===== src/alu_params.svh =====
`ifndef ALU_PARAMS_SVH
`define ALU_PARAMS_SVH

`define ALU_DATA_W  64
`define ALU_FLAGS_W 6
`define ALU_OP_W    8
`define ALU_COND_W  4

// opcode 8'h00 is left unused, so an idle register decodes to no flags
`define OP_ADD64    8'h01
`define OP_ADD32    8'h02
`define OP_SUB64    8'h03
`define OP_SUB32    8'h04
`define OP_CMP16    8'h05
`define OP_CMP8     8'h06
`define OP_AND64    8'h07
`define OP_AND32    8'h08
`define OP_OR64     8'h09
`define OP_OR32     8'h0a
`define OP_XOR64    8'h0b
`define OP_XOR32    8'h0c
`define OP_NXOR64   8'h0d
`define OP_NXOR32   8'h0e
`define OP_MOV64    8'h0f
`define OP_MOV32    8'h10
`define OP_ZXT8_64  8'h11
`define OP_ZXT16_64 8'h12
`define OP_SXT8_64  8'h13
`define OP_SXT16_64 8'h14
`define OP_SXT32_64 8'h15
`define OP_CMOV64   8'h16
`define OP_CSET     8'h17
`define OP_LAHF     8'h18

// x86 condition codes, odd code is the inverse of the even one
`define COND_Z   4'h0
`define COND_NZ  4'h1
`define COND_S   4'h2
`define COND_NS  4'h3
`define COND_UGT 4'h4
`define COND_ULE 4'h5
`define COND_UGE 4'h6
`define COND_ULT 4'h7
`define COND_SGT 4'h8
`define COND_SLE 4'h9
`define COND_SGE 4'ha
`define COND_SLT 4'hb
`define COND_O   4'hc
`define COND_NO  4'hd
`define COND_P   4'he
`define COND_NP  4'hf

`endif


===== src/alu_pkg.sv =====
`default_nettype none

`include "alu_params.svh"

package alu_pkg;

  typedef logic [`ALU_DATA_W-1:0]  data_t;
  typedef logic [`ALU_FLAGS_W-1:0] flags_t;  // {C,O,A,S,Z,P}, C on top
  typedef logic [`ALU_OP_W-1:0]    op_t;
  typedef logic [`ALU_COND_W-1:0]  cond_t;

endpackage

`default_nettype wire


===== src/flag_gen.sv =====
`timescale 1ns/1ps
`default_nettype none

`include "alu_params.svh"

module flag_gen (
  input  logic            clk,
  input  logic            rst,
  input  logic            in_valid,
  input  logic            thread,
  input  logic            except,
  input  logic            except_thread,
  input  logic            flags_en,
  input  alu_pkg::op_t    op,
  input  alu_pkg::data_t  a,
  input  alu_pkg::data_t  b,
  input  alu_pkg::data_t  result,
  input  logic [4:0]      carry,
  output logic            res_valid,
  output alu_pkg::data_t  res,
  output alu_pkg::flags_t flags_out,
  output logic            flags_write
);

  import alu_pkg::*;

  logic       valid_q;
  logic       flags_en_q;
  op_t        op_q;
  data_t      res_q;
  data_t      a_q;
  data_t      b_q;
  logic [4:0] carry_q;
  logic       except_q;
  logic       except_thread_q;
  logic       kill;
  logic       sub_q;

  // carries come from a + ~b + 1 when subtracting
  function automatic flags_t add_flags(input logic c, input logic sa, input logic sb,
                                       input logic sr, input logic z, input logic c3,
                                       input logic sub);
    logic o;
    o = (sa == (sb ^ sub)) && (sr != sa);
    return {c, o, c3 ^ sub, sr, z, 1'b0};
  endfunction

  // same-thread exception this cycle or the one before
  assign kill = (except && (except_thread == thread)) ||
                (except_q && (except_thread_q == thread));

  always_ff @(posedge clk) begin
    if (rst) begin
      valid_q         <= 1'b0;
      flags_en_q      <= 1'b0;
      op_q            <= '0;
      res_q           <= '0;
      except_q        <= 1'b0;
      except_thread_q <= 1'b0;
    end else begin
      valid_q         <= in_valid && !kill;
      flags_en_q      <= flags_en;
      op_q            <= op;
      res_q           <= result;
      except_q        <= except;
      except_thread_q <= except_thread;
    end
  end

  always_ff @(posedge clk) begin
    a_q     <= a;
    b_q     <= b;
    carry_q <= carry;
  end

  assign sub_q = (op_q == `OP_SUB64) || (op_q == `OP_SUB32) ||
                 (op_q == `OP_CMP16) || (op_q == `OP_CMP8);

  always_comb begin
    case (op_q)
      `OP_ADD64, `OP_SUB64:
        flags_out = add_flags(carry_q[4], a_q[63], b_q[63], res_q[63],
                              res_q == '0, carry_q[0], sub_q);
      `OP_ADD32, `OP_SUB32:
        flags_out = add_flags(carry_q[3], a_q[31], b_q[31], res_q[31],
                              res_q[31:0] == '0, carry_q[0], sub_q);
      `OP_CMP16:
        flags_out = add_flags(carry_q[2], a_q[15], b_q[15], res_q[15],
                              res_q[15:0] == '0, carry_q[0], sub_q);
      `OP_CMP8:
        flags_out = add_flags(carry_q[1], a_q[7], b_q[7], res_q[7],
                              res_q[7:0] == '0, carry_q[0], sub_q);
      `OP_AND64, `OP_OR64, `OP_XOR64, `OP_NXOR64:
        flags_out = {3'b0, res_q[63], res_q == '0, 1'b0};
      `OP_AND32, `OP_OR32, `OP_XOR32, `OP_NXOR32:
        flags_out = {3'b0, res_q[31], res_q[31:0] == '0, 1'b0};
      `OP_LAHF:
        flags_out = a_q[5:0];
      default:
        flags_out = '0;
    endcase
  end

  assign res_valid   = valid_q;
  assign res         = res_q;
  assign flags_write = valid_q && flags_en_q;

  a_write_valid: assert property (@(posedge clk) disable iff (rst)
    flags_write |-> res_valid);

endmodule

`default_nettype wire


===== config.mk =====
export PLATFORM = sky130hd
export DESIGN_NAME = flag_gen
export DESIGN_NICKNAME = d
export VERILOG_FILES = /design/src/alu_pkg.sv /design/src/flag_gen.sv
export VERILOG_INCLUDE_DIRS = /design/src /design/src/src
export SDC_FILE = /design/constraint.sdc
export NUM_CORES = 1
export LEC_CHECK = 0
export BUFFER_PORTS_ARGS = -buffer_cell sky130_fd_sc_hd__buf_4
export CORE_AREA = 2 2 110 112
export CTS_BUF_LIST = sky130_fd_sc_hd__clkbuf_4 sky130_fd_sc_hd__clkbuf_8
export CTS_CLUSTER_DIAMETER = 100
export CTS_CLUSTER_SIZE = 40
export DETAILED_ROUTE_END_ITERATION = 8
export DIE_AREA = 0 0 112 114
export GPL_TIMING_DRIVEN = 1
export PLACE_DENSITY = 0.68
export SLEW_MARGIN = 20
export SYNTH_ARGS = -nofsm -noshare
export SYNTH_HDL_FRONTEND = slang
export SYNTH_SLANG_ARGS = --single-unit

===== constraint.sdc =====
create_clock -name clk -period 1.85 [get_ports clk]
set_input_delay 0.185 -clock clk [delete_from_list [all_inputs] [get_ports clk]]
set_output_delay 0.185 -clock clk [all_outputs]
set_load 0.02 [all_outputs]

==> metrics <==
outcome=complete, but fails checks; failing checks=negative setup slack; sequential area share after synthesis=between 60% and 70%; GRT Total Usage=14.4%; RSZ-0062 raised after global routing=yes; core box area=around 0.012 sq mm; # diodes=0; die extent in x=112 um; largest family of logic cells by synthesized area=simple AND/OR/NAND/NOR gates; I/O pins=284; effective utilization at floorplan=25.8%; Tcrit/Tclk final=126%; CP endpoint kind=primary output; Synth Warn #=0; Port Buffer Count=approximately 170; cell family with most CP delay=simple AND/OR/NAND/NOR gates; Critical Path Max Stage Delay=590 ps; vias in the first global route=2926; DRC violations left=0; Initial DRT Pass Iterations=4; min cycle time layout=2330 ps; Reg clk slew, reported paths=90 ps; Slew @ Worst Pin=388 ps; Crit path required time=around 1700 ps; Clock Path Buffers=2; htree depth=3; Cell Area, Synth=0.00302 sq mm; nets@finish=724; post-synthesis simple-gate area fraction=27.6%; worst slack, placed=-136 ps; DP Wirelength=6.90 mm; post-synthesis compound-gate area fraction=about 4.9%; drt via density=~4.2; final worst slack=-477 ps; die area=0.0128 sq mm; Vias=between 2000 and 3000; DR WL/cell=13.8 um; Clock Sinks=95; clk_skew=around 0.55 ps; largest net degree at the start of global routing=44; syn_area_per_cell=11.3 sq um; RePlAce Congestion=about 0.85; row count=40; critical path class=flip-flop to primary output; Area growth syn-to-layout=78.6%; Slowest cell on crit path=or4_4; Final Hold Viols=0; # setup viols final=6; Buf/Inv on CP=1; GRT overflow=0; Setup TNS=-1870 ps; TritonCTS clock tree=done; Clk Latency, worst-skew pair=between 300 and 400 ps; post-synth cell types=41; DRT antenna net count=0; worst IR drop on VDD=0.584 mV; adder-cell share of the synthesized area=0%; first-pass GRT wire length=14.2 mm; initial DRC count=between 90 and 100; Detailed Route WL=9.18 mm; crit path DAT=2140 ps; share of cells above drive strength 1=49.1%; Power per Cell Area=789 mW/mm^2; CP startpoint kind=flip-flop; Total Power=around 4.3 mW; Fmax=430 MHz; post-synthesis xor/xnor area fraction=under 10%; root buffer selected by CTS=clkbuf_8; Num CTS Buffers=9; flops & latches, synth=95; Post-Syn Nets=479; initial antenna violation count=1; Syn Inst Count=around 270; Worst Hold Class=input port to flip-flop; Leakage=~2.5 nW; CP Max Fanout=3; Die Span Y=between 100 and 150 um; max-slew violations=0; post-synthesis mux area share=0.995%; max cap viols=0; relative slew slack=74.1%; critical-path cell list=or4_4 -> nor4_4 -> a32oi_1 -> and3_4 -> nand3_2 -> buf_6
[cell usage after synthesis (all sizes together)]
library cell | number | share of area, %
and3 | 4 | 0.91
nand4b | 1 | 0.29
and2 | 2 | 0.41
nor3b | 3 | 0.75
dfxtp | 95 | 63
a21oi | 3 | 0.50
nand4 | 5 | 1.0
nand2b | 3 | 0.62
xor2 | 3 | 0.87
a22o | 1 | 0.29
clkbuf | 8 | 1.0
nor4bb | 1 | 0.33
mux2i | 3 | 1.0
buf | 2 | 0.54
o211ai | 3 | 0.75
and2b | 1 | 0.29
and4 | 1 | 0.37
nand3 | 1 | 0.33
nor4 | 16 | 3.5
nor3 | 3 | 0.50
nand2 | 5 | 0.62
xnor2 | 1 | 0.29
a32o | 1 | 0.37
nor2b | 75 | 16
inv | 6 | 0.75
or4 | 3 | 0.91
a221o | 2 | 0.70
a22oi | 2 | 0.50
nor2 | 5 | 1.2
o21ai | 3 | 0.50
a32oi | 1 | 0.29
o31ai | 1 | 0.25
a221oi | 2 | 0.58
o22ai | 1 | 0.21
[worst reg2reg max path, stage by stage, from the launching register on]
cell and delay [ps]:
dfxtp_1 340, inv_1 40, a221oi_1 260, a21oi_1 80, nor3b_1 180
[what timing repair did]
item / CTS / global route
endpoints found under the hold margin: 30 / 0
setup buffers: 2 / 1
resized for setup: 22 / 9
setup endpoints to repair: 6 / 6
pin swaps: 4 / 9
hold buffers: 30 / 0
[per-layer routing]
metal	global-route usage (%)	vias up	part of all wire, %	wire, um
met2	24.5	124	48	4420
li1	-	1394	-	-
met1	16.4	1237	41	3790
met4	6.67	2	2.0	182
met3	4.62	17	8.5	777
met5	0	-	0.11	10
[where the power goes]
group,total (mW),switching (mW),internal [mW]
Clock,1.32,0.742,0.577
Combinational,0.712,0.289,0.423
Sequential,2.22,0.0681,2.15
[placed cells by master (no fill, tap or decap), types with 3 or more instances in the layout]
cell type / instances
inv_1: 6
mux2i_1: 3
nor4_1: 12
dlygate4sd3_1: 30
clkbuf_8: 11
nor2_1: 4
o211ai_1: 3
nand2b_1: 3
a21oi_1: 3
buf_4: 203
and3_4: 3
dfxtp_1: 91
nand4_1: 5
nand2_1: 5
nor2b_1: 75
buf_6: 10
xor2_1: 3
nor4_2: 3
nor3b_1: 3
[cells by family (layout without fill, tap and decap cells)]
kind of cell    count (synthesis)  count (layout)
buf+inv                        16             266
xor+xnor                        4               4
simple gates                  129             129
mux                             3               3
flops                          95              95
compound gates                 20              20
[worst paths after layout]
check                   from      endpoint  slack (ps)  cells after the start
max                  op_q[6]  flags_out[4]        -480                      6
min               result[27]       res[27]          20                      2
max reg2reg  except_thread_q     res_valid         890                      4
min reg2reg         except_q     res_valid         640                      3
[layout make-up]
type	count	area [sq um]
Tap cell	147	184
Multi-Input combinational cell	156	1120
Fill cell	1096	6320
Sequential cell	95	1910
Clock inverter	5	38.8
Inverter	6	22.5
Timing Repair Buffer	244	1960
Clock buffer	11	151
[registers in the layout, summed over array words and instances, names as in the netlist]
name             cells
carry_q              5
flags_en_q           1
except_thread_q      1
except_q             1
a_q                 10
res_valid            1
op_q                 8
res                 64
b_q                  4
[through the flow]
stage / instance area (sq um) / hold WS (ps) / instances / utilization, %
2_1_floorplan: 3020 / 213 / 267 / -
6_report: 5390 / 17.0 / 664 / 46.0
4_1_cts: 5340 / 0.449 / 663 / 45.6
3_5_place_dp: 4750 / 291 / 615 / 40.6
3_3_place_gp: 4750 / 291 / 615 / 40.6
5_1_grt: 5390 / 4.84 / 664 / 46.0
No activity file was read; power rests on OpenSTA's default activity.
