File: src/alu_params.svh
`ifndef ALU_PARAMS_SVH
`define ALU_PARAMS_SVH

`define ALU_DATA_W  64
`define ALU_FLAGS_W 6
`define ALU_OP_W    8
`define ALU_COND_W  4

// opcode 8'h00 is left unused, so an idle register decodes to no flags
`define OP_ADD64    8'h01
`define OP_ADD32    8'h02
`define OP_SUB64    8'h03
`define OP_SUB32    8'h04
`define OP_CMP16    8'h05
`define OP_CMP8     8'h06
`define OP_AND64    8'h07
`define OP_AND32    8'h08
`define OP_OR64     8'h09
`define OP_OR32     8'h0a
`define OP_XOR64    8'h0b
`define OP_XOR32    8'h0c
`define OP_NXOR64   8'h0d
`define OP_NXOR32   8'h0e
`define OP_MOV64    8'h0f
`define OP_MOV32    8'h10
`define OP_ZXT8_64  8'h11
`define OP_ZXT16_64 8'h12
`define OP_SXT8_64  8'h13
`define OP_SXT16_64 8'h14
`define OP_SXT32_64 8'h15
`define OP_CMOV64   8'h16
`define OP_CSET     8'h17
`define OP_LAHF     8'h18

// x86 condition codes, odd code is the inverse of the even one
`define COND_Z   4'h0
`define COND_NZ  4'h1
`define COND_S   4'h2
`define COND_NS  4'h3
`define COND_UGT 4'h4
`define COND_ULE 4'h5
`define COND_UGE 4'h6
`define COND_ULT 4'h7
`define COND_SGT 4'h8
`define COND_SLE 4'h9
`define COND_SGE 4'ha
`define COND_SLT 4'hb
`define COND_O   4'hc
`define COND_NO  4'hd
`define COND_P   4'he
`define COND_NP  4'hf

`endif

File: src/alu_pkg.sv
`default_nettype none

`include "alu_params.svh"

package alu_pkg;

  typedef logic [`ALU_DATA_W-1:0]  data_t;
  typedef logic [`ALU_FLAGS_W-1:0] flags_t;  // {C,O,A,S,Z,P}, C on top
  typedef logic [`ALU_OP_W-1:0]    op_t;
  typedef logic [`ALU_COND_W-1:0]  cond_t;

endpackage

`default_nettype wire

File: src/int_adder.sv
`timescale 1ns/1ps
`default_nettype none

`include "alu_params.svh"

module int_adder (
  input  alu_pkg::data_t a,
  input  alu_pkg::data_t b,
  input  alu_pkg::op_t   op,
  output alu_pkg::data_t sum,
  output logic [4:0]     carry  // out of bits 3, 7, 15, 31, 63
);

  import alu_pkg::*;

  logic  sub;
  data_t b_eff;
  logic  c3;
  logic  c7;
  logic  c15;
  logic  c31;
  logic  c63;

  assign sub = (op == `OP_SUB64) || (op == `OP_SUB32) ||
               (op == `OP_CMP16) || (op == `OP_CMP8);

  assign b_eff = sub ? ~b : b;  // a + ~b + 1

  // chained so every flag width sees its own carry
  assign {c3, sum[3:0]} = {1'b0, a[3:0]} + {1'b0, b_eff[3:0]} + {4'b0, sub};
  assign {c7, sum[7:4]} = {1'b0, a[7:4]} + {1'b0, b_eff[7:4]} + {4'b0, c3};
  assign {c15, sum[15:8]} = {1'b0, a[15:8]} + {1'b0, b_eff[15:8]} + {8'b0, c7};
  assign {c31, sum[31:16]} = {1'b0, a[31:16]} + {1'b0, b_eff[31:16]} + {16'b0, c15};
  assign {c63, sum[63:32]} = {1'b0, a[63:32]} + {1'b0, b_eff[63:32]} + {32'b0, c31};

  assign carry = {c63, c31, c15, c7, c3};

endmodule

`default_nettype wire

File: config.mk
export PLATFORM = sky130hd
export DESIGN_NAME = int_adder
export DESIGN_NICKNAME = d
export VERILOG_FILES = /design/src/alu_pkg.sv /design/src/int_adder.sv
export VERILOG_INCLUDE_DIRS = /design/src /design/src/src
export SDC_FILE = /design/constraint.sdc
export NUM_CORES = 1
export LEC_CHECK = 0
export ABC_AREA = 1
export CAP_MARGIN = 5
export CORE_MARGIN = 2
export CORE_UTILIZATION = 50
export DETAILED_ROUTE_END_ITERATION = 12
export DONT_BUFFER_PORTS = 1
export PLACE_DENSITY = 0.62
export SYNTH_ARGS = -nofsm -noshare
export SYNTH_HDL_FRONTEND = slang
export SYNTH_SLANG_ARGS = --single-unit
File: constraint.sdc
create_clock -name vclk -period 8.8
set_input_delay 0.44 -clock vclk [all_inputs]
set_output_delay 0.44 -clock vclk [all_outputs]
set_load 0.005 [all_outputs]
==> flow_metrics.tcl, run 1 <==
set metrics [dict create \
    p_switching_uw 214.1 \
    cp-start-kind "input port" \
    hpwlAfterDp_um 10990 \
    timing.critical_path.buf_inv 6 \
    cts.repair.resized 0 \
    max_stage_delay_ns 0.44 \
    post_cts_buffers 0 \
    drt-initial-drc-count 154 \
    cp_data_arrival_time_ns 7.60 \
    overflow 0 \
    hold_buffers 0 \
    synth_warnings 0 \
    grt_pass1_vias 4507 \
    seq_area_frac_synth_pct 0 \
    swShare_pct 63.86 \
    crit_top_cell "nand2_1" \
    leakagePower_nw 2.910 \
    place_ws_ns 0.7337 \
    crit_path_max_fanout 23 \
    rsz0062_at_grt "false" \
    p_per_area_nw_per_um2 72.06 \
    ys_types 28 \
    clock_buffers 0 \
    p_int_uw 121.2 \
    antenna_left 0 \
    antenna_found_initial 0 \
    syn_avg_cell_area_sq_um 5.448 \
    grt_pass1_wl_um 19900 \
    synth_area_leaders "nand2_1, ha_1, inv_1, xnor2_1, xor2_1" \
    ys_top_cells_by_count "nand2_1, inv_1, xnor2_1" \
    p_clk_share_pct 0 \
    fin_nets 1036 \
    first_pass_iters 5 \
    hold_ws_ns 0.9837 \
    num_antenna_cells 0 \
    synth_top_area_cell "nand2_1" \
    portBuffers 0 \
    die_h_um 99.44 \
    via_count 4765 \
    grt_max_degree 43 \
    status "completed" \
    grt_usage_pct 23.73 \
    required_ns 8.36 \
    path_class "input port to primary output" \
    fin_ws_ns 0.7645 \
    power_frac_seq_pct 0 \
    ir_drop_uv 35.39 \
    finalCritPeriodShare_pct 91.31 \
    tightestPinTransition_ns 0.6691 \
    crit_family "adder cells" \
    avgRoutedWirePerCell_um 13.09 \
    num_rows 34 \
    die_w_um 99.44 \
    critical_path.slowest_cell "fa_1" \
    drc 0 \
    start_util_pct 51.97 \
    place.gp.congestion 0.8896 \
    core-area_sq_um 8763 \
    syn_inst 836 \
    synthesis.area_sq_um 4554 \
    setup_tns_ns 0 \
    holdPathStages 2 \
    comb_power_share_pct 100.0 \
    fmax_ghz 0.1244 \
    hold_viol_final 0 \
    ff_latch_area_sq_um 0 \
    slew_headroom_pct 55.40 \
    maxSlewViolCount 0 \
    synth.most_common_cell "nand2_1" \
    viasPerCell 5.080 \
    worst-path-stages 39 \
    nFlopsAndLatches 0 \
    max_cap_violations 0 \
    synth_top_area_share_pct 25.22 \
    setup_viol 0 \
    die-area_sq_um 9888 \
    min_period_ns 8.036 \
    critPathCaptureType "primary output" \
    design_area_sq_um 4653 \
    ios 205 \
    hp-class "input port to primary output" \
    final_layout_size_suffix_gt1_share_pct 2.410 \
    area_growth_pct 2.170 \
    routed_wl_um 12280 \
    syn-num-nets 1040 \
    dpl_cell_area_sq_um 4653 \
]
through the flow:
stage	cells	util, %	total power, mW
finish	938	53.10	0.3353
global route	938	53.10	0.3836
CTS	938	53.10	0.3369
detailed placement	938	53.10	0.3347
global placement	938	53.10	0.3302
floorplan	836	-	0.2662
logic make-up (layout without fill, tap and decap cells):
logic type	after synthesis	after routing	share of synthesized area, %
AO/OA/AOI/OAI	56	56	6.841
buffers and inverters	178	172	15.33
AND/OR/NAND/NOR	438	438	39.04
adder cells (fa/ha/maj)	68	68	20.16
XOR/XNOR	96	96	18.63
power by group through the flow:
| stage | Sequential [mW] | Combinational (mW) | Clock [mW] |
|---|---|---|---|
| final | 0 | 0.335 | 0 |
| after CTS | 0 | 0.337 | 0 |
| after detailed placement | 0 | 0.335 | 0 |
| after global placement | 0 | 0.330 | 0 |
| after global routing | 0 | 0.384 | 0 |
| after floorplan | 0 | 0.266 | 0 |
final timing paths:
kind,startpoint,endpoint
worst max-delay path,op[5],sum[56]
worst min-delay path,a[0],sum[0]
cells in the final DEF, fill, tap and decap left out, types with 9 or more instances in the layout:
master,n
fa_1,9
nand2_2,12
nor2_1,57
nand2_1,306
nand3_1,45
xnor2_1,67
a21oi_1,36
ha_1,59
inv_1,171
xor2_1,28
per-layer routing:
metal  vias to the layer above  track usage, %  share of wire [%]
li1                       2525               -                  -
met1                      2097           28.28                 41
met2                       127           44.70                 50
met3                        16           4.076                6.7
met4                         0           4.320                2.2
met5                         -               0                  0
cell type report:
cell class / instances / area (sq um)
multi-input combinational: 658 / 3869
fill: 976 / 4110
inverter: 171 / 641.9
timing repair buffer: 1 / 7.507
tap: 108 / 135.1
(Power assumes the default switching activity.)
==> run 2, diff against run 1 <==
--- a/config.mk
+++ b/config.mk
@@ -12,7 +12,7 @@
 export CORE_UTILIZATION = 50
 export DETAILED_ROUTE_END_ITERATION = 12
 export DONT_BUFFER_PORTS = 1
-export PLACE_DENSITY = 0.62
+export PLACE_DENSITY_LB_ADDON = 0.25
 export SYNTH_ARGS = -nofsm -noshare
 export SYNTH_HDL_FRONTEND = slang
 export SYNTH_SLANG_ARGS = --single-unit
==> run 2 against run 1 <==
Against the previous run: final cell count is 0.11% higher; maximum frequency decreased by 2.2%; first-iteration DRC count shrank 28%; highest routed layer unchanged.
==> flow_metrics.tcl, run 2 (synthesized netlist as in run 1, its figures left out) <==
set metrics [dict create \
    status "completed" \
    max_stage_delay_ns 0.46 \
    setup_viol 0 \
    die-area_sq_um 9888 \
    hp-class "input port to primary output" \
    die_h_um 99.44 \
    clock_buffers 0 \
    fmax_ghz 0.1217 \
    leakagePower_nw 2.911 \
    critPathCaptureType "primary output" \
    ir_drop_uv 36.26 \
    maxSlewViolCount 0 \
    nFillCells 966 \
    setup_tns_ns 0 \
    num_rows 34 \
    crit_path_max_fanout 12 \
    place.gp.congestion 1.001 \
    cts.repair.resized 0 \
    required_ns 8.36 \
    cp_data_arrival_time_ns 7.77 \
    ff_latch_area_sq_um 0 \
    antenna_left 0 \
    grt_pass1_wl_um 20420 \
    critical_path.slowest_cell "xnor2_1" \
    design_area_sq_um 4668 \
    grt_usage_pct 24.46 \
    portBuffers 0 \
    antenna_found_initial 0 \
    first_pass_iters 4 \
    start_util_pct 51.97 \
    routed_wl_um 12830 \
    cp-start-kind "input port" \
    dpl.cell_count 938 \
    ios 205 \
    dpl_cell_area_sq_um 4653 \
    hold_end "sum[0]" \
    hold_buffers 0 \
    die_w_um 99.44 \
    via_count 4824 \
    num_antenna_cells 0 \
    rsz0062_at_grt "false" \
    overflow 0 \
    grt_pass1_vias 4663 \
    drc 0 \
    layout_common_cells "nand2_1, inv_1, xnor2_1, ha_1, nor2_1" \
    tightestPinTransition_ns 0.6565 \
    hpwlAfterDp_um 11350 \
    crit_top_cell "nand2_1" \
    core-area_sq_um 8763 \
    holdPathStages 2 \
    slew_headroom_pct 56.23 \
    finalCritPeriodShare_pct 93.34 \
    avgRoutedWirePerCell_um 13.67 \
    path_class "input port to primary output" \
    max_cap_violations 0 \
    nFlopsAndLatches 0 \
    area_growth_pct 2.500 \
    startpoint "op[0]" \
    fin_nets 1037 \
    fin_cells 939 \
    p_per_area_nw_per_um2 72.86 \
    hold_viol_final 0 \
    min-delay-start "a[0]" \
    final_common_cell "nand2_1" \
    min_period_ns 8.214 \
    final_layout_size_suffix_gt1_share_pct 2.647 \
    drt-initial-drc-count 111 \
    grt_max_degree 42 \
    viasPerCell 5.137 \
    post_cts_buffers 0 \
]
-- run 2: changes by cell type in the layout (fill, tap and decap cells not counted) --
cell,delta
nand3_2,+1
nor3_1,-1
nor3_2,+1
-- run 2: through the flow --
step | total power, mW | utilization, % | hold slack, ns | setup slack, ns
final | 0.3401 | 53.27 | 0.9856 | 0.5859
after global routing | 0.3882 | 53.27 | 0.9916 | 0.008890
after CTS | 0.3398 | 53.10 | 0.9838 | 0.6844
after detailed placement | 0.3377 | 53.10 | 0.9841 | 0.7059
after global placement | 0.3318 | 53.10 | 0.9842 | 1.007
after floorplan | 0.2662 | - | 0.9761 | 1.964
-- run 2: how the worst max path moves through the flow --
stage / to / cells after the start
after CTS: sum[56] / 39
after detailed placement: carry[4] / 39
after global placement: sum[56] / 39
final: carry[4] / 40
after global routing: sum[56] / 40
after floorplan: carry[4] / 40
-- run 2: power by group --
part / switching, mW / internal (mW) / leakage [nW] / total [mW]
clock network: 0 / 0 / 0 / 0
registers: 0 / 0 / 0 / 0
logic: 0.218 / 0.122 / 2.91 / 0.340
-- run 2: final cells by class --
| class | instances | area (sq um) | share of cell area [%] |
|---|---|---|---|
| multi-input combinational | 659 | 3884 | 83.19 |
| inverter | 171 | 641.9 | 13.75 |
| tap | 108 | 135.1 | 2.895 |
| timing repair buffer | 1 | 7.507 | 0.1608 |
-- run 2: routing by layer --
layer	vias to the layer above	GRT usage, %	share of wire (%)
met4	0	6.006	2.7
met2	159	48.60	51
met3	22	4.357	7.3
met1	2110	26.36	39
li1	2533	-	-
met5	-	0	0
-- run 2: worst max-delay path, delay by kind of cell --
family	cells	cell delay, ns
AO/OA/AOI/OAI	3	0.56
AND/OR/NAND/NOR	20	2.17
XOR/XNOR	2	0.77
buffers and inverters	6	0.46
adder cells (fa/ha/maj)	9	3.33
==> run 3, diff against run 2 <==
--- a/config.mk
+++ b/config.mk
@@ -9,7 +9,7 @@
 export ABC_AREA = 1
 export CAP_MARGIN = 5
 export CORE_MARGIN = 2
-export CORE_UTILIZATION = 50
+export CORE_UTILIZATION = 55
 export DETAILED_ROUTE_END_ITERATION = 12
 export DONT_BUFFER_PORTS = 1
 export PLACE_DENSITY_LB_ADDON = 0.25
==> run 3 against run 2 <==
Against the previous run: global-route usage up 1.3 points; sequential share of layout area unchanged; highest routed layer unchanged; first-iteration DRC count up 37%; critical path type unchanged; final cell count down 0.43%; critical endpoint is now sum[56]; maximum frequency up 2.0%; worst setup slack better by 0.16 ns.
==> flow_metrics.tcl, run 3 (synthesized netlist as in run 1, its figures left out) <==
set metrics [dict create \
    critical_path.slowest_cell "fa_1" \
    final_common_cell "nand2_1" \
    path_class "input port to primary output" \
    start_util_pct 55.99 \
    routed_wl_um 11980 \
    required_ns 8.36 \
    fin_ws_ns 0.7475 \
    ir_drop_uv 40.93 \
    setup_tns_ns 0 \
    num_antenna_cells 0 \
    cp_data_arrival_time_ns 7.61 \
    tightestPinTransition_ns 0.6329 \
    cp-start-kind "input port" \
    max_stage_delay_ns 0.44 \
    dr_wl_met3_um 880 \
    num_rows 33 \
    p_per_area_nw_per_um2 72.22 \
    first_pass_iters 5 \
    max_cap_violations 0 \
    met1Wirelength_um 4692 \
    place.gp.congestion 0.9575 \
    finalCritPeriodShare_pct 91.51 \
    via_count 4793 \
    timing.critical_path.buf_inv 6 \
    critPathCaptureType "primary output" \
    antenna_found_initial 0 \
    overflow 0 \
    clock_buffers 0 \
    final_layout_size_suffix_gt1_share_pct 2.410 \
    fmax_ghz 0.1242 \
    hold_buffers 0 \
    crit_top_cell "nand2_1" \
    slew_headroom_pct 57.80 \
    ios 205 \
    setup_viol 0 \
    top_layer "met4" \
    die_h_um 95 \
    drc 0 \
    viasPerCell 5.126 \
    crit_family "adder cells" \
    avgRoutedWirePerCell_um 12.81 \
    fin_nets 1036 \
    final_util_pct 57.16 \
    grt_pass1_wl_um 19300 \
    hp-class "input port to primary output" \
    leakagePower_nw 2.910 \
    ff_latch_area_sq_um 0 \
    grt_max_degree 41 \
    nFlopsAndLatches 0 \
    layout_common_cells "nand2_1, inv_1, xnor2_1, ha_1, nor2_1" \
    die_w_um 95 \
    hpwlAfterDp_um 10740 \
    dr_wl_met2_um 6128 \
    hold_viol_final 0 \
    min_period_ns 8.053 \
    grt_pass1_vias 4648 \
    area_growth_pct 2.088 \
    grt_usage_pct 25.71 \
    portBuffers 0 \
    core-area_sq_um 8134 \
    crit_path_max_fanout 25 \
    place_ws_ns 0.7339 \
    drt-initial-drc-count 152 \
    rsz0062_at_grt "false" \
    post_cts_buffers 0 \
    cts.repair.resized 0 \
    maxSlewViolCount 0 \
    status "completed" \
    die-area_sq_um 9025 \
    antenna_left 0 \
]
-- run 3: cell count changes in the layout (fill, tap and decap cells not counted) --
| cell | before | now |
|---|---|---|
| nor3_2 | 2 | 1 |
| nor3_1 | 5 | 6 |
| nand3_2 | 2 | 1 |
-- run 3: metal layers --
metal | GRT usage [%] | vias up
li1 | - | 2523
met1 | 27.03 | 2086
met2 | 50.95 | 160
met3 | 5.666 | 24
met4 | 6.401 | 0
met5 | 0 | -
-- run 3: per-stage QoR --
stage          total power [mW]  instance area, sq um  hold WS, ns  cells
2_1_floorplan            0.2662                  4554       0.9761    836
4_1_cts                  0.3357                  4649       0.9840    935
6_report                 0.3358                  4649       0.9822    935
3_3_place_gp             0.3275                  4649       0.9827    935
5_1_grt                  0.3843                  4649       0.9979    935
3_5_place_dp             0.3337                  4649       0.9840    935
-- run 3: worst paths after layout --
kind	from	to	slack, ns	cells past startpoint
setup / recovery	op[5]	sum[56]	0.75	39
hold / removal	a[0]	sum[0]	0.98	2
-- run 3: area by class of cell --
class / count / area, sq um
multi-input combinational: 658 / 3869
fill: 858 / 3485
inverter: 171 / 641.9
tap: 105 / 131.4
timing repair buffer: 1 / 7.507
-- run 3: power by group --
part / internal, mW / switching, mW / total, mW
sequential: 0 / 0 / 0
clock: 0 / 0 / 0
combinational: 0.121 / 0.215 / 0.336
total: 0.121 / 0.215 / 0.336
