<file path="config.mk">
export PLATFORM = sky130hd
export DESIGN_NAME = result_mux
export DESIGN_NICKNAME = d
export VERILOG_FILES = /design/src/alu_pkg.sv /design/src/result_mux.sv
export VERILOG_INCLUDE_DIRS = /design/src /design/src/src
export SDC_FILE = /design/constraint.sdc
export NUM_CORES = 1
export LEC_CHECK = 0
export BUFFER_PORTS_ARGS = -buffer_cell sky130_fd_sc_hd__buf_2
export CAP_MARGIN = 20
export CORE_MARGIN = 1.5
export CORE_UTILIZATION = 51
export DETAILED_ROUTE_END_ITERATION = 12
export GPL_TIMING_DRIVEN = 1
export PLACE_DENSITY = 0.85
export SLEW_MARGIN = 20
export SYNTH_ARGS = -nofsm -noshare
export SYNTH_HDL_FRONTEND = slang
export SYNTH_SLANG_ARGS = --single-unit
</file>
<file path="constraint.sdc">
create_clock -name vclk -period 2.05
set_input_delay 0.205 -clock vclk [all_inputs]
set_output_delay 0.205 -clock vclk [all_outputs]
set_load 0.05 [all_outputs]
</file>
<file path="src/alu_params.svh">
`ifndef ALU_PARAMS_SVH
`define ALU_PARAMS_SVH

`define ALU_DATA_W  64
`define ALU_FLAGS_W 6
`define ALU_OP_W    8
`define ALU_COND_W  4

// opcode 8'h00 is left unused, so an idle register decodes to no flags
`define OP_ADD64    8'h01
`define OP_ADD32    8'h02
`define OP_SUB64    8'h03
`define OP_SUB32    8'h04
`define OP_CMP16    8'h05
`define OP_CMP8     8'h06
`define OP_AND64    8'h07
`define OP_AND32    8'h08
`define OP_OR64     8'h09
`define OP_OR32     8'h0a
`define OP_XOR64    8'h0b
`define OP_XOR32    8'h0c
`define OP_NXOR64   8'h0d
`define OP_NXOR32   8'h0e
`define OP_MOV64    8'h0f
`define OP_MOV32    8'h10
`define OP_ZXT8_64  8'h11
`define OP_ZXT16_64 8'h12
`define OP_SXT8_64  8'h13
`define OP_SXT16_64 8'h14
`define OP_SXT32_64 8'h15
`define OP_CMOV64   8'h16
`define OP_CSET     8'h17
`define OP_LAHF     8'h18

// x86 condition codes, odd code is the inverse of the even one
`define COND_Z   4'h0
`define COND_NZ  4'h1
`define COND_S   4'h2
`define COND_NS  4'h3
`define COND_UGT 4'h4
`define COND_ULE 4'h5
`define COND_UGE 4'h6
`define COND_ULT 4'h7
`define COND_SGT 4'h8
`define COND_SLE 4'h9
`define COND_SGE 4'ha
`define COND_SLT 4'hb
`define COND_O   4'hc
`define COND_NO  4'hd
`define COND_P   4'he
`define COND_NP  4'hf

`endif

</file>
<file path="src/alu_pkg.sv">
`default_nettype none

`include "alu_params.svh"

package alu_pkg;

  typedef logic [`ALU_DATA_W-1:0]  data_t;
  typedef logic [`ALU_FLAGS_W-1:0] flags_t;  // {C,O,A,S,Z,P}, C on top
  typedef logic [`ALU_OP_W-1:0]    op_t;
  typedef logic [`ALU_COND_W-1:0]  cond_t;

endpackage

`default_nettype wire

</file>
<file path="src/result_mux.sv">
`timescale 1ns/1ps
`default_nettype none

`include "alu_params.svh"

module result_mux (
  input  logic           in_valid,
  input  alu_pkg::data_t a,
  input  alu_pkg::data_t b,
  input  alu_pkg::data_t sum,
  input  alu_pkg::op_t   op,
  input  logic           take,
  output alu_pkg::data_t result
);

  always_comb begin
    case (op)
      `OP_ADD64, `OP_SUB64: result = sum;
      `OP_ADD32, `OP_SUB32: result = {32'b0, sum[31:0]};
      `OP_CMP16:            result = {48'b0, sum[15:0]};
      `OP_CMP8:             result = {56'b0, sum[7:0]};

      `OP_AND64:  result = a & b;
      `OP_AND32:  result = {32'b0, a[31:0] & b[31:0]};
      `OP_OR64:   result = a | b;
      `OP_OR32:   result = {32'b0, a[31:0] | b[31:0]};
      `OP_XOR64:  result = a ^ b;
      `OP_XOR32:  result = {32'b0, a[31:0] ^ b[31:0]};
      `OP_NXOR64: result = ~(a ^ b);
      `OP_NXOR32: result = {32'b0, ~(a[31:0] ^ b[31:0])};

      // moves and extensions take the source from b
      `OP_MOV64:    result = b;
      `OP_MOV32:    result = {32'b0, b[31:0]};
      `OP_ZXT8_64:  result = {56'b0, b[7:0]};
      `OP_ZXT16_64: result = {48'b0, b[15:0]};
      `OP_SXT8_64:  result = {{56{b[7]}}, b[7:0]};
      `OP_SXT16_64: result = {{48{b[15]}}, b[15:0]};
      `OP_SXT32_64: result = {{32{b[31]}}, b[31:0]};

      `OP_CMOV64: result = take ? b : a;  // a is the old destination
      `OP_CSET:   result = {63'b0, take};
      `OP_LAHF:   result = '0;  // flags only

      default: begin
        result = '0;
        a_known_op: assert (!in_valid)
          else $error("result_mux: unknown opcode %h", op);
      end
    endcase
  end

endmodule

`default_nettype wire

</file>
==> impl_metrics.py, run 1 <==
metrics = {
    "outcome": {
        "status": "complete, but fails checks",
        "failed_checks": "negative setup slack",
    },
    "detailed_routing": {
        "wirelength_um": 27800,
        "antenna_left": 0,
        "drtIter0Drc": 1003,
        "wl_met2_um": 13400,
        "routedWlPerCell_um": 20.7,
        "routed_via_density": 6.54,
        "top_layer": "met5",
        "drc_errors": 0,
        "met1_length_um": 9680,
        "firstDrtPassIters": 9,
        "routed-wl-met3_um": 2850,
        "vias": 8789,
    },
    "timing": {
        "hold_violations": 0,
        "final.setup.tns_ns": -1.54,
        "tightest_slew_ns": 0.468,
        "min_period_over_period_pct": 108,
        "fin_ws_ns": -0.159,
        "fmax_ghz": 0.453,
        "slew_violations": 0,
        "relSlewSlack_pct": 68.0,
        "period_needed_ns": 2.21,
        "setup_viol": 38,
        "rsz0062_at_grt": "yes",
    },
    "die": {
        "start_util_pct": 52.6,
        "io-pin-count": 266,
        "die_h_um": 112,
        "core_um2": 11500,
        "die-area_um2": 12500,
        "fp-row-count": 39,
        "die_w_um": 112,
    },
    "cells_and_area": {
        "utilization_pct": 82.9,
        "final.clkbuf_count": 0,
        "stdcell_area_um2": 9510,
        "regArea_um2": 0,
        "syn2layout_area_growth_pct": 57.5,
        "fin_nets": 1532,
        "nFlopsAndLatches": 0,
        "layout-drive-gt1-share_pct": 41.2,
        "multi_input_area_um2": 5970,
        "fillers": 650,
    },
    "power": {
        "power_density_nw_per_um2": 148,
        "leakage_nw": 5.26,
        "vdd_drop_max_mv": 0.121,
        "finalPower_mw": 1.40,
    },
    "worst_setup_path": {
        "startpoint_type": "input pin",
        "cp.required_ns": 1.85,
        "cp_data_arrival_time_ns": 2.00,
        "crit_type": "in2out",
        "cp_max_fo": 15,
        "cp-end-kind": "primary output",
    },
    "yosys": {
        "synth_warnings": 0,
        "synthesis.nets": 1235,
        "post-synth-top-count-cell": "inv_1",
        "yosys-top-cells-area": "ha_1 (27%), mux2i_1 (9.3%), inv_1 (8.1%), a221oi_1 (8.0%), a21oi_1 (6.6%)",
        "ys_seq_area_share_pct": 0,
        "syn_area_um2": 6040,
        "ys_types": 55,
        "synthTopCellsByCount": "inv_1 (131), ha_1 (128), nor2_1 (98)",
        "avgSynthCellArea_um2": 6.67,
        "yosys.area.top_type": "ha_1",
        "post-synth-top-area-fraction_pct": 26.5,
        "synthCells": 905,
    },
    "placed_design": {
        "io_buffers": 265,
        "placed_area_um2": 8150,
        "place_hpwl_um": 17100,
        "pre_cts_ws_ns": -0.237,
        "place.gp.congestion": 0.965,
    },
    "global_route": {
        "grt_pass1_wl_um": 36100,
        "grt_usage_pct": 33.7,
        "grt.overflow.total": 0,
        "grt_max_degree": 30,
        "antenna_found_initial": 2,
        "grt_pass1_vias": 7795,
    },
    "clock_tree": {
        "ctsHoldBuffers": 0,
    },
    "worst_hold_path": {
        "hp-class": "in2out",
    },
    "run": {
        "drv_cap": 0,
    },
}
cells by family (layout without fill, tap and decap cells):
group	after synthesis	after routing	share of synthesized area, %
fa+ha+maj	128	128	26.5
xor+xnor	4	4	0.581
other cells	0	1	0
buf+inv	196	491	12.9
mux	56	56	9.29
simple gates	243	243	18.9
compound gates	278	278	31.9
worst paths after layout:
check | start | endpoint | cells after the start
worst max-delay path | op[0] | result[5] | 8
worst min-delay path | sum[47] | result[47] | 4
final cells by class:
type,instances,area share [%]
Multi-Input combinational cell,709,62.8
Timing Repair Buffer,359,30.1
Tap cell,143,1.88
Antenna cell,1,0.0263
Inverter,132,5.25
placed cells by master, fill, tap and decap left out, types with 7 or more instances in the layout:
master,instances
nor2_1,90
a221oi_2,24
nand2_2,24
buf_6,59
o221a_1,10
a221oi_1,28
o211ai_1,9
buf_12,12
ha_1,128
nand3_2,17
buf_4,58
a211oi_1,37
inv_1,130
a22oi_1,13
buf_8,22
nand2_1,38
clkbuf_16,7
nand4_1,13
a21oi_1,75
mux2i_1,56
o21ai_0,26
buf_2,199
o21ai_1,12
repair_timing:
item | 4_1_cts | 5_1_grt
setup endpoints to repair | 64 | 63
pin swaps | 6 | 55
cloned | 0 | 9
resized for setup | 103 | 190
buffers inserted | 3 | 3
endpoints found under the hold margin | 0 | 0
routing by layer:
metal,track usage [%],up-vias
met5,0,-
met4,10.6,2
met3,4.84,216
met2,62.3,669
met1,39.8,4023
li1,-,3879
metrics by stage:
step	std cells	hold slack [ns]
floorplan	905	0.673
global placement	1330	0.803
detailed placement	1330	0.825
CTS	1333	0.771
global route	1344	0.767
finish	1344	0.754
worst max-delay path, stage by stage:
cell and delay [ns]:
clkbuf_4 0.20, xor2_1 0.42, nand4_1 0.23, buf_4 0.26, nor2_1 0.31, a21oi_1 0.10, nand3_2 0.11, buf_6 0.16
power breakdown:
part / internal (mW) / switching (mW)
clock network: 0.0000000652 / 0
logic: 0.579 / 0.823
registers: 0 / 0
No activity file was read; power rests on OpenSTA's default activity.
==> run 2: changes to the inputs <==
--- a/config.mk
+++ b/config.mk
@@ -9,10 +9,10 @@
 export BUFFER_PORTS_ARGS = -buffer_cell sky130_fd_sc_hd__buf_2
 export CAP_MARGIN = 20
 export CORE_MARGIN = 1.5
-export CORE_UTILIZATION = 51
+export CORE_UTILIZATION = 55
 export DETAILED_ROUTE_END_ITERATION = 12
 export GPL_TIMING_DRIVEN = 1
-export PLACE_DENSITY = 0.85
+export PLACE_DENSITY = 0.91
 export SLEW_MARGIN = 20
 export SYNTH_ARGS = -nofsm -noshare
 export SYNTH_HDL_FRONTEND = slang
==> constraint.sdc (replaced) <==
create_clock -name vclk -period 2.6
set_input_delay 0.26 -clock vclk [all_inputs]
set_output_delay 0.26 -clock vclk [all_outputs]
set_load 0.05 [all_outputs]
==> run 2 against run 1 <==
  * The flow now finishes without violations
  * Die area decreased by 7.1%
  * Critical path depth unchanged
  * Final cell count decreased by 3.8%
  * Hold slack improved by 0.20 ns
  * Sequential share of layout area unchanged
  * First-iteration DRC count decreased by 49%
==> impl_metrics.py, run 2 (synthesis gave the netlist of run 1 again) <==
metrics = {
    "worst_setup_path": {
        "cp-end-kind": "primary output",
        "path_cells": "buf_2 -> or3_1 -> or3_4 -> nor3_4 -> buf_4 -> a32oi_1 -> nand4_1 -> buf_2",
        "critPathMaxStageDelay_ns": 0.55,
        "path_common_cell": "buf_2",
        "timing.critical_path.buf_inv": 3,
        "crit_slowest_cell": "or3_1",
        "cp_max_fo": 8,
        "crit_type": "in2out",
        "cp_data_arrival_time_ns": 2.26,
        "startpoint_type": "input pin",
        "crit_family": "simple AND/OR/NAND/NOR gates",
        "cp.required_ns": 2.34,
    },
    "placed_design": {
        "placed_area_um2": 7710,
        "place.gp.congestion": 0.907,
        "placedCellCount": 1291,
        "place_hpwl_um": 16100,
        "io_buffers": 265,
        "pre_cts_ws_ns": 0.111,
    },
    "global_route": {
        "grt.overflow.total": 0,
        "grt_max_degree": 33,
        "grt_usage_pct": 33.2,
        "grt_pass1_wl_um": 32200,
        "antenna_found_initial": 2,
        "grt_pass1_vias": 7279,
    },
    "cells_and_area": {
        "layout-drive-gt1-share_pct": 28.8,
        "multi_input_area_um2": 5280,
        "final.clkbuf_count": 0,
        "nFlopsAndLatches": 0,
        "fin_cells": 1293,
        "fillers": 881,
        "utilization_pct": 71.8,
        "regArea_um2": 0,
        "layout_common_cells": "buf_2 (264), inv_1 (131), ha_1 (128), nor2_1 (98), a21oi_1 (78)",
        "stdcell_area_um2": 7720,
        "fin_nets": 1483,
        "final_common_cell": "buf_2",
        "syn2layout_area_growth_pct": 27.9,
    },
    "power": {
        "leakage_nw": 4.54,
        "vdd_drop_max_mv": 0.0595,
        "finalPower_uw": 889,
        "power_density_nw_per_um2": 115,
    },
    "detailed_routing": {
        "vias": 7761,
        "routed_via_density": 6.00,
        "drc_errors": 0,
        "antenna_left": 0,
        "drtIter0Drc": 510,
        "wirelength_um": 20400,
        "routedWlPerCell_um": 15.8,
        "firstDrtPassIters": 6,
    },
    "timing": {
        "slew_violations": 0,
        "tightest_slew_ns": 0.556,
        "fin_hold_ws_ns": 0.952,
        "fmax_ghz": 0.396,
        "min_period_over_period_pct": 97.1,
        "rsz0062_at_grt": "no",
        "setup_viol": 0,
        "final.setup.tns_ns": 0,
        "fin_ws_ns": 0.0759,
        "relSlewSlack_pct": 62.8,
        "period_needed_ns": 2.52,
        "hold_violations": 0,
    },
    "die": {
        "start_util_pct": 56.2,
        "die_w_um": 108,
        "die_h_um": 108,
        "die-area_um2": 11600,
        "io-pin-count": 266,
        "core_um2": 10700,
        "fp-row-count": 38,
    },
    "worst_hold_path": {
        "hp-class": "in2out",
        "min_to": "result[53]",
        "min_from": "sum[53]",
        "worstHoldPathCells": 4,
    },
    "clock_tree": {
        "postCtsResizedCells": 0,
        "ctsHoldBuffers": 0,
        "post_cts_buffers": 0,
    },
    "outcome": {
        "status": "completed",
    },
    "run": {
        "drv_cap": 0,
    },
}
==> run 2: cell count changes in the layout (fill, tap and decap cells not counted), sizes merged <==
cell,previous run,this run
inv,131,132
clkbuf,9,0
buf,350,310
clkinvlp,1,0
diode,1,2
==> run 2: report_power, final <==
group	internal (mW)	leakage, nW	switching [mW]
clock	0.000000103	0.0000127	0
combinational	0.358	4.54	0.531
sequential	0	0	0
total	0.358	4.54	0.531
==> run 2: how the worst max path moves through the flow <==
stage,start,endpoint,depth (start not counted)
floorplan,op[1],result[1],6
global placement,op[5],result[3],8
detailed placement,op[5],result[3],8
CTS,op[5],result[3],8
global route,op[5],result[0],8
finish,op[5],result[3],8
==> run 2: routing by layer <==
| metal | routed length [um] | GRT usage [%] |
|---|---|---|
| met5 | 0 | 0 |
| met4 | 674 | 12.5 |
| met3 | 1760 | 4.24 |
| met2 | 9960 | 62.9 |
| met1 | 8020 | 37.4 |
==> run 2: cell type report <==
cell class         instances  area share (%)
diodes                     2          0.0648
inverters                132            6.42
multi-input cells        709            68.4
well taps                140            2.27
repair buffers           310            22.9
==> run 3: changes to the inputs <==
==> constraint.sdc (replaced) <==
create_clock -name vclk -period 2.6
set_input_delay 0.13 -clock vclk [all_inputs]
set_output_delay 0.13 -clock vclk [all_outputs]
set_load 0.05 [all_outputs]
==> run 3 against run 2 <==
  * Die area stayed put
  * Design area shrank 2.2%
  * Routed wire length is 2.0% higher
  * Sequential cell count did not move
  * Highest routed layer unchanged
  * Hold slack got worse by 0.26 ns
  * Combinational power shrank 0.8%
  * Sequential share of layout area unchanged
  * Via count increased by 1.7%
  * Non-clock buffer count fell by 13
  * Fmax increased by 4.7%
  * Total power shrank 0.83%
  * Utilization fell by 1.6 points
==> impl_metrics.py, run 3 (synthesis gave the netlist of run 1 again) <==
metrics = {
    "die": {
        "fp-row-count": 38,
        "die-area_um2": 11600,
        "die_h_um": 108,
        "core_um2": 10700,
        "io-pin-count": 266,
        "start_util_pct": 56.2,
        "die_w_um": 108,
    },
    "worst_setup_path": {
        "cp_data_arrival_time_ns": 2.28,
        "startpoint_type": "input pin",
        "crit_type": "in2out",
        "cp-end-kind": "primary output",
        "cp_max_fo": 10,
        "cp.required_ns": 2.47,
    },
    "cells_and_area": {
        "fin_nets": 1470,
        "fillers": 924,
        "final_common_cell": "buf_2",
        "regArea_um2": 0,
        "nFlopsAndLatches": 0,
        "final.clkbuf_count": 0,
        "syn2layout_area_growth_pct": 25.0,
        "utilization_pct": 70.2,
        "layout_common_cells": "buf_2 (264), inv_1 (131), ha_1 (128), nor2_1 (98), a21oi_1 (78)",
        "layout-drive-gt1-share_pct": 27.9,
        "multi_input_area_um2": 5280,
    },
    "timing": {
        "tightest_slew_ns": 0.626,
        "fmax_ghz": 0.415,
        "relSlewSlack_pct": 58.1,
        "fin_ws_ns": 0.189,
        "final.setup.tns_ns": 0,
        "rsz0062_at_grt": "no",
        "fin_hold_ws_ns": 0.694,
        "setup_viol": 0,
        "hold_violations": 0,
        "period_needed_ns": 2.41,
        "slew_violations": 0,
        "min_period_over_period_pct": 92.7,
    },
    "clock_tree": {
        "post_cts_buffers": 0,
        "ctsHoldBuffers": 0,
        "postCtsResizedCells": 0,
    },
    "placed_design": {
        "place_hpwl_um": 16200,
        "io_buffers": 265,
        "place.gp.congestion": 0.867,
        "pre_cts_ws_ns": 0.200,
    },
    "global_route": {
        "grt.overflow.total": 0,
        "grt_pass1_vias": 7478,
        "grt_max_degree": 33,
        "grt_usage_pct": 33.5,
        "antenna_found_initial": 2,
        "grt_pass1_wl_um": 32700,
    },
    "detailed_routing": {
        "drtIter0Drc": 503,
        "antenna_left": 0,
        "routed_via_density": 6.17,
        "routedWlPerCell_um": 16.3,
        "firstDrtPassIters": 5,
        "wirelength_um": 20800,
        "drc_errors": 0,
        "vias": 7893,
    },
    "outcome": {
        "status": "completed",
    },
    "power": {
        "power_density_nw_per_um2": 117,
        "vdd_drop_max_mv": 0.0686,
        "finalPower_uw": 882,
        "leakage_nw": 4.46,
    },
    "worst_hold_path": {
        "hp-class": "in2out",
    },
    "run": {
        "drv_cap": 0,
    },
}
-- run 3: changes by cell type in the layout (fill, tap and decap cells not counted) --
| cell | delta |
|---|---|
| buf_4 | -7 |
| buf_12 | -6 |
-- run 3: per-stage QoR --
| stage | instance area, um^2 | std cells |
|---|---|---|
| final | 7550 | 1280 |
| after global routing | 7550 | 1280 |
| after CTS | 7540 | 1278 |
| after detailed placement | 7540 | 1278 |
| after global placement | 7540 | 1278 |
| after floorplan | 6040 | 905 |
-- run 3: worst paths after layout --
kind  startpoint  slack (ns)  cells after the start          to
max        op[5]        0.19                      7  result[11]
min        b[14]        0.69                      4  result[14]
-- run 3: critical path, stage by stage --
cell and delay, ns:
buf_2 0.11, or3_1 0.59, or3_4 0.46, nor3_4 0.38, a21oi_1 0.17, o2111ai_1 0.11, buf_2 0.31
-- run 3: report_power, final --
| part | leakage [nW] | switching, mW | internal [mW] |
|---|---|---|---|
| clock network | 0.0000127 | 0 | 0.000000103 |
| logic | 4.46 | 0.533 | 0.348 |
| registers | 0 | 0 | 0 |
| total | 4.46 | 0.533 | 0.348 |
-- run 3: layer usage --
layer,part of all wire [%],vias up,global-route usage (%)
met1,39,3675,36.8
met2,50,415,63.6
met3,8.2,65,5.27
li1,-,3738,-
met4,2.9,0,13.4
met5,0,-,0
-- run 3: layout make-up --
class                           instances  area share, %
Antenna cell                            2         0.0663
Inverter                              132           6.56
Multi-Input combinational cell        709           69.9
Tap cell                              140           2.32
Timing Repair Buffer                  297           21.1
